File: config.mk
export PLATFORM = sky130hd
export DESIGN_NAME = conv1d_operand_buffers
export DESIGN_NICKNAME = d
export VERILOG_FILES = /design/src/conv1d_pkg.sv /design/src/conv1d_operand_buffers.sv
export SDC_FILE = /design/constraint.sdc
export NUM_CORES = 2
export LEC_CHECK = 0
export BUFFER_PORTS_ARGS = -buffer_cell sky130_fd_sc_hd__buf_2
export CORE_MARGIN = 4
export CORE_UTILIZATION = 50
export CTS_CLUSTER_SIZE = 40
export DETAILED_ROUTE_END_ITERATION = 10
export PLACE_DENSITY = 0.65
export SYNTH_ARGS = -nofsm -noshare
export SYNTH_HDL_FRONTEND = slang
export SYNTH_SLANG_ARGS = --single-unit
File: constraint.sdc
create_clock -name clk -period 4.4 [get_ports clk]
set_input_delay 0.44 -clock clk [delete_from_list [all_inputs] [get_ports clk]]
set_output_delay 0.44 -clock clk [all_outputs]
set_load 0.02 [all_outputs]
File: src/conv1d_pkg.sv
/*
 * conv1d accelerator shared definitions
 * sizes, command codes, the buffer word view and the structs passed
 * between the decoder, the operand buffers and the MAC engine
 */
package conv1d_pkg;

  // word and lane geometry
  localparam int WORD_W = 32;
  localparam int LANE_W = 8;
  localparam int LANES_PER_WORD = 4;
  localparam int BYTE_SEL_W = $clog2(LANES_PER_WORD);

  // kernel rows, which is also the number of rows held in the input ring
  localparam int KERNEL_LENGTH = 8;
  localparam int MAX_INPUT_CHANNELS = 32;

  // byte products summed per accumulate step, two buffer words
  localparam int SUM_AT_ONCE = 8;
  localparam int WORDS_PER_STEP = SUM_AT_ONCE / LANES_PER_WORD;

  localparam int BUFFER_WORDS = KERNEL_LENGTH * MAX_INPUT_CHANNELS / LANES_PER_WORD;
  localparam int WADDR_W = $clog2(BUFFER_WORDS);

  // host command codes, anything not listed reads back as zero
  typedef enum logic [6:0] {
    CMD_INFO         = 7'd0,
    CMD_WRITE_INPUT  = 7'd1,
    CMD_WRITE_FILTER = 7'd2,
    CMD_SET_OFFSET   = 7'd3,
    CMD_SET_DEPTH    = 7'd5,
    CMD_START        = 7'd6,
    CMD_READ_ACC     = 7'd7,
    CMD_SET_START_X  = 7'd8,
    CMD_READ_DONE    = 7'd9
  } cmd_e;

  typedef logic signed [LANE_W-1:0] lane_t;

  // the host writes whole words, the engine reads them as four signed bytes
  // with lane 0 in the low byte
  typedef union packed {
    logic [WORD_W-1:0] word;
    lane_t [LANES_PER_WORD-1:0] lane;
  } lane_word_u;

  typedef struct packed {
    logic signed [WORD_W-1:0] input_offset;
    logic [WORD_W-1:0] input_depth;
    logic [WORD_W-1:0] start_x;
  } conv_cfg_t;

  typedef struct packed {
    logic input_we;
    logic filter_we;
    logic [WADDR_W-1:0] word_addr;
    lane_word_u data;
  } buf_write_t;

  // both addresses point at the even word of a pair
  typedef struct packed {
    logic [WADDR_W-1:0] input_word_addr;
    logic [WADDR_W-1:0] filter_word_addr;
  } buf_read_req_t;

  typedef struct packed {
    lane_word_u [WORDS_PER_STEP-1:0] input_word;
    lane_word_u [WORDS_PER_STEP-1:0] filter_word;
  } buf_read_data_t;

endpackage

File: src/conv1d_operand_buffers.sv
/*
 * conv1d operand buffers
 * input ring memory and filter memory, one shared write port and a
 * registered read of an even/odd word pair from each memory
 */
`timescale 1ns/1ps

module conv1d_operand_buffers (
  input  logic clk,
  input  conv1d_pkg::buf_write_t wr,
  input  conv1d_pkg::buf_read_req_t rd_req,
  output conv1d_pkg::buf_read_data_t rd_data
);

  // index 0 is the input ring, index 1 the filter
  logic [1:0] we;
  logic [conv1d_pkg::WADDR_W-1:0] raddr [2];

  assign we[0] = wr.input_we;
  assign we[1] = wr.filter_we;
  assign raddr[0] = rd_req.input_word_addr;
  assign raddr[1] = rd_req.filter_word_addr;

  for (genvar m = 0; m < 2; m++) begin : g_mem
    conv1d_pkg::lane_word_u mem [conv1d_pkg::BUFFER_WORDS];
    conv1d_pkg::lane_word_u [conv1d_pkg::WORDS_PER_STEP-1:0] rword;
    logic [conv1d_pkg::WADDR_W-2:0] pair;

    // the low address bit is ignored, a step always reads a whole pair
    assign pair = raddr[m][conv1d_pkg::WADDR_W-1:1];

    always_ff @(posedge clk) begin
      if (we[m]) begin
        mem[wr.word_addr] <= wr.data;
      end
      rword[0] <= mem[{pair, 1'b0}];
      rword[1] <= mem[{pair, 1'b1}];
    end
  end

  assign rd_data.input_word = g_mem[0].rword;
  assign rd_data.filter_word = g_mem[1].rword;

endmodule

==> reports/results.ini <==
[floorplanning]
core_um2=315000
num_io_pins=181
die_w_um=571
row_count=206
start_util_pct=50.3
fp.dieH_um=571
fp.dieArea_um2=326000

[routing]
via_per_inst=6.25
drt_iter0_drc=8670
route.detailed.drc=0
wl_per_cell_um=32.7
drt_wl_total_mm=383
vias=73181
antenna_left=0
drt-pass1-iter-count=6

[logic_synthesis]
synth_top_area_cell=edfxtp_1
synth-seq-cells=4224
syn_avg_cell_area_um2=24.0
yosysTopAreaCellShare_pct=77.6
syn_inst=6616
synth_warnings=0
syn_area_um2=159000
yosys.cell_count.top_type=edfxtp_1
ys_top_cells_by_area=edfxtp_1 78%, mux4_2 15%, mux2i_1 2.5%
synthArstFlopShare_pct=0
synth.top_cells.by_count=4096 x edfxtp_1, 1042 x mux4_2, 401 x mux2i_1
ys_seq_area_share_pct=79.2
synth_ff_type=edfxtp_1
synth_fp_nets=6669
synth_cell_types=39
synth-edff-count=4096

[clock_network]
cts_resized=0
root_buffer=clkbuf_16
clkLatencyLatePin_ps=950
cts_sinks=4224
cts.clk_slew.worst_paths_ps=60
cts_buffers=418
cts_max_path_buffers=4
htree_num_levels=5
ctsHoldBuffers=4
cts_setup_buffers=0
cts_tree=yes

[timing]
maxSlewHeadroom_pct=21.0
fin_crit_ps=2500
skew_ps=62.8
setup-tns-final_ps=0
hold_violations=0
fmax_mhz=401
finalSetupViolCount=0
period_share_pct=56.7
drv_slew=0
worst_pin_slew_ps=1180
rsz0062_at_grt=false

[power]
ir_drop_mv=0.359
power_density_nw_per_um2=465
p_leak_nw=57.4

[finish]
syn_to_final_growth_pct=14.0
instances_no_fill=11716
drive_above_1_share_pct=30.7
fin_util_pct=57.3
num-nets-final=7240

[grt]
grt_overflow=0
antenna_found_initial=26
grt_pass1_wl_mm=549
grt_pass1_vias=74505
gr-usage-all-layers_pct=23.5
grt_max_degree=96

[placed_design]
hpwlAfterDp_mm=211
globalplace.congestion=0.775
dp.cells=10923
numPortBuffers=178

[setup_path]
critical_path_arrival_ps=3100
required_ps=5000
worstSetupEndpointType=flop
cp-start-kind=input port
crit_fanout=18
criticalPathCategory=input port to flop

[status]
run_status=complete, no violations

[run]
maxCapViolations=0

[min_path]
hold_path.class=input port to flop

-- final timing paths --
check                                          start                   to  slack (ps)  cells past startpoint
worst max-delay path                          wr[32]  g_mem[1].mem[56][0]        1900                      6
worst min-delay path                           wr[4]  g_mem[1].mem[26][4]          50                      1
worst max register to register  g_mem[0].mem[23][24]         rd_data[120]        2340                      4
worst min register to register  g_mem[0].mem[43][16]         rd_data[112]         700                      3
-- worst max-delay path, stage by stage --
cell     delay (ps)
buf_2           140
or3_1           750
inv_1           160
nand2_1         490
nor2_4          810
buf_12          280
-- kinds of logic after synthesis --
family / after synthesis / synth area share (%)
flip-flops: 4224 / 79.2
multiplexers: 1454 / 17.4
buffers and inverters: 365 / 1.16
AND/OR/NAND/NOR: 301 / 0.805
AO/OA/AOI/OAI: 272 / 1.46
-- flip-flops by register name, indices dropped and copies added, names as in the netlist --
signal	count
g_mem.mem	4096
rd_data	128
-- layout by cell type (no fill, tap or decap), drive strengths merged, types with 95 or more instances in the layout --
cell       n
mux4    1042
nand2    103
dfxtp    128
buf      500
clkbuf   546
nor2     141
mux2i    401
a221oi    95
edfxtp  4096
clkinv   168
-- metrics by stage --
step	cell area (um2)	setup slack, ps	hold slack, ps	power, mW
2_1_floorplan	159000	1090	539	47.8
4_1_cts	181000	1930	0.323	84.6
3_3_place_gp	167000	944	688	49.7
6_report	181000	1900	52.3	84.0
3_5_place_dp	167000	948	683	49.8
5_1_grt	181000	1830	31.4	86.7
-- routing by layer --
metal	routed length (um)	share of wire, %	global-route usage [%]
met5	0	0	0
met4	10900	2.9	6.22
met3	29300	7.6	3.35
met2	190000	49	38.2
met1	153000	40	34.0
-- layout make-up --
class,instances,area (um2)
repair buffers,505,4070
flip-flops and latches,4224,126000
inverters,11,53.8
well taps,4160,5200
clock buffers,545,11400
multi-input cells,2027,32200
fillers,22447,135000
clock inverters,230,2220
diodes,14,35.0
-- power breakdown --
group	leakage (nW)	switching, mW	total [mW]	internal, mW
registers	37.9	0.168	44.7	44.5
clock network	6.66	14.8	35.1	20.3
logic	12.8	2.64	4.18	1.54
(Power assumes the default switching activity.)
