**src/conv1d_pkg.sv**
```systemverilog
/*
 * conv1d accelerator shared definitions
 * sizes, command codes, the buffer word view and the structs passed
 * between the decoder, the operand buffers and the MAC engine
 */
package conv1d_pkg;

  // word and lane geometry
  localparam int WORD_W = 32;
  localparam int LANE_W = 8;
  localparam int LANES_PER_WORD = 4;
  localparam int BYTE_SEL_W = $clog2(LANES_PER_WORD);

  // kernel rows, which is also the number of rows held in the input ring
  localparam int KERNEL_LENGTH = 8;
  localparam int MAX_INPUT_CHANNELS = 32;

  // byte products summed per accumulate step, two buffer words
  localparam int SUM_AT_ONCE = 8;
  localparam int WORDS_PER_STEP = SUM_AT_ONCE / LANES_PER_WORD;

  localparam int BUFFER_WORDS = KERNEL_LENGTH * MAX_INPUT_CHANNELS / LANES_PER_WORD;
  localparam int WADDR_W = $clog2(BUFFER_WORDS);

  // host command codes, anything not listed reads back as zero
  typedef enum logic [6:0] {
    CMD_INFO         = 7'd0,
    CMD_WRITE_INPUT  = 7'd1,
    CMD_WRITE_FILTER = 7'd2,
    CMD_SET_OFFSET   = 7'd3,
    CMD_SET_DEPTH    = 7'd5,
    CMD_START        = 7'd6,
    CMD_READ_ACC     = 7'd7,
    CMD_SET_START_X  = 7'd8,
    CMD_READ_DONE    = 7'd9
  } cmd_e;

  typedef logic signed [LANE_W-1:0] lane_t;

  // the host writes whole words, the engine reads them as four signed bytes
  // with lane 0 in the low byte
  typedef union packed {
    logic [WORD_W-1:0] word;
    lane_t [LANES_PER_WORD-1:0] lane;
  } lane_word_u;

  typedef struct packed {
    logic signed [WORD_W-1:0] input_offset;
    logic [WORD_W-1:0] input_depth;
    logic [WORD_W-1:0] start_x;
  } conv_cfg_t;

  typedef struct packed {
    logic input_we;
    logic filter_we;
    logic [WADDR_W-1:0] word_addr;
    lane_word_u data;
  } buf_write_t;

  // both addresses point at the even word of a pair
  typedef struct packed {
    logic [WADDR_W-1:0] input_word_addr;
    logic [WADDR_W-1:0] filter_word_addr;
  } buf_read_req_t;

  typedef struct packed {
    lane_word_u [WORDS_PER_STEP-1:0] input_word;
    lane_word_u [WORDS_PER_STEP-1:0] filter_word;
  } buf_read_data_t;

endpackage

```
**src/conv1d_cmd_decoder.sv**
```systemverilog
/*
 * conv1d command decoder
 * turns en/cmd strobes into configuration, buffer writes and start pulses,
 * and returns info, accumulator or done status on ret
 */
`timescale 1ns/1ps

module conv1d_cmd_decoder (
  input  logic clk,
  input  logic arst_n,
  input  logic en,
  input  conv1d_pkg::cmd_e cmd,
  input  logic [conv1d_pkg::WORD_W-1:0] inp0,
  input  logic [conv1d_pkg::WORD_W-1:0] inp1,
  input  logic signed [conv1d_pkg::WORD_W-1:0] acc,
  input  logic done,
  output logic [conv1d_pkg::WORD_W-1:0] ret,
  output conv1d_pkg::conv_cfg_t cfg,
  output conv1d_pkg::buf_write_t wr,
  output logic start
);

  logic input_we;
  logic filter_we;
  logic [conv1d_pkg::WADDR_W-1:0] wr_addr;
  logic [conv1d_pkg::WORD_W-1:0] wr_data;
  logic is_write;

  // the two write commands share one address and data register
  assign is_write = en && (cmd == conv1d_pkg::CMD_WRITE_INPUT ||
                           cmd == conv1d_pkg::CMD_WRITE_FILTER);

  // the write enables and start only live for one cycle
  always_ff @(posedge clk or negedge arst_n) begin
    if (!arst_n) begin
      ret <= '0;
      cfg <= '0;
      input_we <= 1'b0;
      filter_we <= 1'b0;
      start <= 1'b0;
    end else begin
      input_we <= 1'b0;
      filter_we <= 1'b0;
      start <= 1'b0;
      if (en) begin
        case (cmd)
          conv1d_pkg::CMD_INFO:         ret <= conv1d_pkg::WORD_W'(conv1d_pkg::SUM_AT_ONCE);
          conv1d_pkg::CMD_WRITE_INPUT:  input_we <= 1'b1;
          conv1d_pkg::CMD_WRITE_FILTER: filter_we <= 1'b1;
          conv1d_pkg::CMD_SET_OFFSET:   cfg.input_offset <= inp1;
          conv1d_pkg::CMD_SET_DEPTH:    cfg.input_depth <= inp1;
          conv1d_pkg::CMD_START:        start <= 1'b1;
          conv1d_pkg::CMD_READ_ACC:     ret <= acc;
          conv1d_pkg::CMD_SET_START_X:  cfg.start_x <= inp1;
          conv1d_pkg::CMD_READ_DONE:    ret <= conv1d_pkg::WORD_W'(done);
          // unknown codes such as code 4 read back zero
          default:                      ret <= '0;
        endcase
      end
    end
  end

  // inp0 is a byte address while the buffers are word addressed
  always_ff @(posedge clk) begin
    if (is_write) begin
      wr_addr <= inp0[conv1d_pkg::BYTE_SEL_W +: conv1d_pkg::WADDR_W];
      wr_data <= inp1;
    end
  end

  assign wr.input_we = input_we;
  assign wr.filter_we = filter_we;
  assign wr.word_addr = wr_addr;
  assign wr.data.word = wr_data;

endmodule

```
**config.mk**
```make
export PLATFORM = sky130hd
export DESIGN_NAME = conv1d_cmd_decoder
export DESIGN_NICKNAME = d
export VERILOG_FILES = /design/src/conv1d_pkg.sv /design/src/conv1d_cmd_decoder.sv
export SDC_FILE = /design/constraint.sdc
export NUM_CORES = 1
export LEC_CHECK = 0
export ABC_AREA = 1
export BUFFER_PORTS_ARGS = -buffer_cell sky130_fd_sc_hd__buf_2
export CORE_MARGIN = 2
export CORE_UTILIZATION = 48
export DETAILED_ROUTE_END_ITERATION = 16
export PLACE_DENSITY = 0.79
export SKIP_CTS_REPAIR_TIMING = 1
export SLEW_MARGIN = 10
export SYNTH_ARGS = -nofsm -noshare
export SYNTH_HDL_FRONTEND = slang
export SYNTH_SLANG_ARGS = --single-unit
export TNS_END_PERCENT = 20
```
**constraint.sdc**
```tcl
create_clock -name clk -period 0.9 [get_ports clk]
set_clock_uncertainty 0.05 [all_clocks]
set_input_delay 0 -clock clk [delete_from_list [all_inputs] [get_ports clk]]
set_output_delay 0 -clock clk [all_outputs]
set_load 0.005 [all_outputs]
```
==> qor.csv <==
metric,value,unit
cp_slowest_cell,buf_6,
finalHoldViolations,1,
synth-edff-count,38,
hold_class,primary input to flop,
dr.pass1.iters,5,
avgSynthCellArea,10.3,um2
min_from,cmd[6],
drv_slew,0,
worst_path_most_repeated_cell,nand2_4,
r2r_slack,0.12,ns
worstPathRequired,1.21,ns
worstSkewPairLatency,0.42,ns
grt_usage,23.4,%
totalPowerFinal,18.1,mW
viasPerCell,5.05,
period_needed,1.07,ns
layout_commonest_cell,buf_2,
grt_pass1_vias,5035,
maxCapViolCount,0,
critical-path-top-delay-family,buffers and inverters,
clockBufferDepth,2,
final_antenna_net_count,0,
n_antenna_cell,0,
worstHoldPathCells,5,
drive_gt1_share,38.5,%
die_w,121,um
status,"finished, violations left",
start_util,49.6,%
r2r_cells,3,
drt-wirelength-per-cell,17.6,um
criticalPathCategory,primary input to flop,
fin_ws,-0.170,ns
die-area,0.0147,mm2
finalCritPeriodShare,119,%
crit_fanout,8,
synth_mux_area_share,0,%
dp_hpwl,12100,um
fillerInstances,830,
place.gp.congestion,0.839,
grt-ovfl-total,0,
cts_max_level,4,
worst_slew_pin_slew,0.452,ns
grt_pass1_wl,26200,um
num_rows,42,
synth_area,0.00661,mm2
powerDensity,1770,mW/mm2
slowest_delay,0.18,ns
dr.first_iter.drc_count,529,
drc_errors,0,
fp.dieH,121,um
path_cells,buf_8 -> inv_12 -> nand2_4 -> nor2_4 -> buf_6 -> buf_12 -> nand2_4 -> buf_6 -> nand2_4 -> nor2_4 -> nand2_4 -> clkbuf_16 -> nand2_1 -> nand2_1,
hold_ws,-0.0353,ns
violations,"hold timing, setup timing",
synthAdderAreaFrac,0,%
ys_ff_latch,169,
synth_fp_nets,747,
end_kind,flop,
placed_area,0.00829,mm2
synth-xor-area-share,0,%
wirelength,20900,um
core_area,0.0133,mm2
cts.sinks,169,
synthCells,640,
root_buffer,clkbuf_16,
synth-compound-area-share,8.55,%
grt_max_degree,51,
syn2layout_area_growth,54.2,%
cts_tree,built,
synthFlopType,dfrtp_1,
power_leakage,5.45,nW
vias,6004,
yosysWarnings,0,
cp-start-kind,primary input,
clkTransAtPathRegs,0.07,ns
slew_headroom,69.8,%
stdcell_area,0.0102,mm2
synthArstFlopShare,77.5,%
rsz0062_at_grt,true,
yosys.area_share.simple,17.3,%
cp.buffers_inverters,6,
fmax,935,MHz
critPathArrivalTime,1.38,ns
setup-violations-final,251,
synth_top_family_by_area,simple AND/OR/NAND/NOR gates,
yosys.cell_types.count,23,
r2r-start,ret[13],
layout_common_cells,"buf_2 (239), nand2_1 (155), dfrtp_1 (131)",
io_pins,276,
synth.yosys.seq_area_share,66.8,%
nets,1107,
portBuffers,249,
antenna_found_initial,0,
cts_buffers,17,
irDropWorstVdd,1070,uV
r2r_end,ret[13],
holdPathEnd,filter_we,
==> logic make-up after synthesis <==
group                  count (synthesis)
buffers and inverters                107
DFF                                  169
and+or+nand+nor                      267
AOI/OAI and AO/OA                     97
==> registers in the layout (all words and copies together), names as in the netlist <==
signal / flops
ret: 32
filter_we: 1
wr_data: 32
wr_addr: 6
input_we: 1
cfg: 96
start: 1
==> report_power, final <==
group | switching (mW) | internal, mW | total (mW)
Sequential | 0.257 | 8.28 | 8.54
Combinational | 1.01 | 1.09 | 2.11
Clock | 3.07 | 4.38 | 7.45
Total | 4.34 | 13.8 | 18.1
==> worst max path at each step <==
stage | from | end | cells after the start
4_1_cts | cmd[5] | ret[7] | 8
3_5_place_dp | cmd[5] | ret[7] | 8
2_1_floorplan | cmd[5] | wr_addr[0] | 5
5_1_grt | cmd[5] | ret[12] | 11
6_report | cmd[5] | ret[31] | 14
3_3_place_gp | cmd[5] | ret[18] | 8
==> worst register-to-register path, stage by stage, from the launching register on <==
cell and delay (ns):
dfrtp_1 0.40, buf_4 0.14, nand2_2 0.05, nand2_1 0.04
==> cell usage after synthesis, types with 10 or more instances <==
master,n,share of area [%]
nand2_1,168,9.5
dfrtp_1,131,50
inv_1,73,4.1
o21ai_0,53,4.0
nor2_1,40,2.3
edfxtp_1,38,17
nand3_1,33,2.5
o21a_1,32,3.6
nand2_2,13,1.2
buf_2,11,0.83
o21ai_1,11,0.83
clkbuf_1,10,0.57
==> metrics by stage <==
step / utilization [%] / setup TNS [ns] / instances / setup WS (ns)
after floorplan: - / -32.75 / 640 / -0.569
after global placement: 62.1 / -85.11 / 1064 / -0.927
after detailed placement: 62.1 / -88.76 / 1064 / -1.01
after CTS: 66.6 / -40.19 / 1096 / -0.583
after global routing: 76.4 / -29.97 / 1189 / -0.179
final: 76.4 / -20.90 / 1189 / -0.170
==> cell type report <==
class,instances,area [um2],area share [%]
clock buffers,18,429,4.21
clock inverters,14,170,1.67
inverters,73,294,2.88
multi-input cells,366,1920,18.8
flip-flops and latches,169,4420,43.3
well taps,176,220,2.16
repair buffers,373,2750,26.9
==> routing by layer <==
metal	up-vias	wire (um)	global-route usage (%)
li1	2760	-	-
met1	2812	7850	29.7
met2	367	10500	38.9
met3	65	1880	6.25
met4	0	663	7.76
met5	-	0	0
Power figures use the tool's default switching activity.
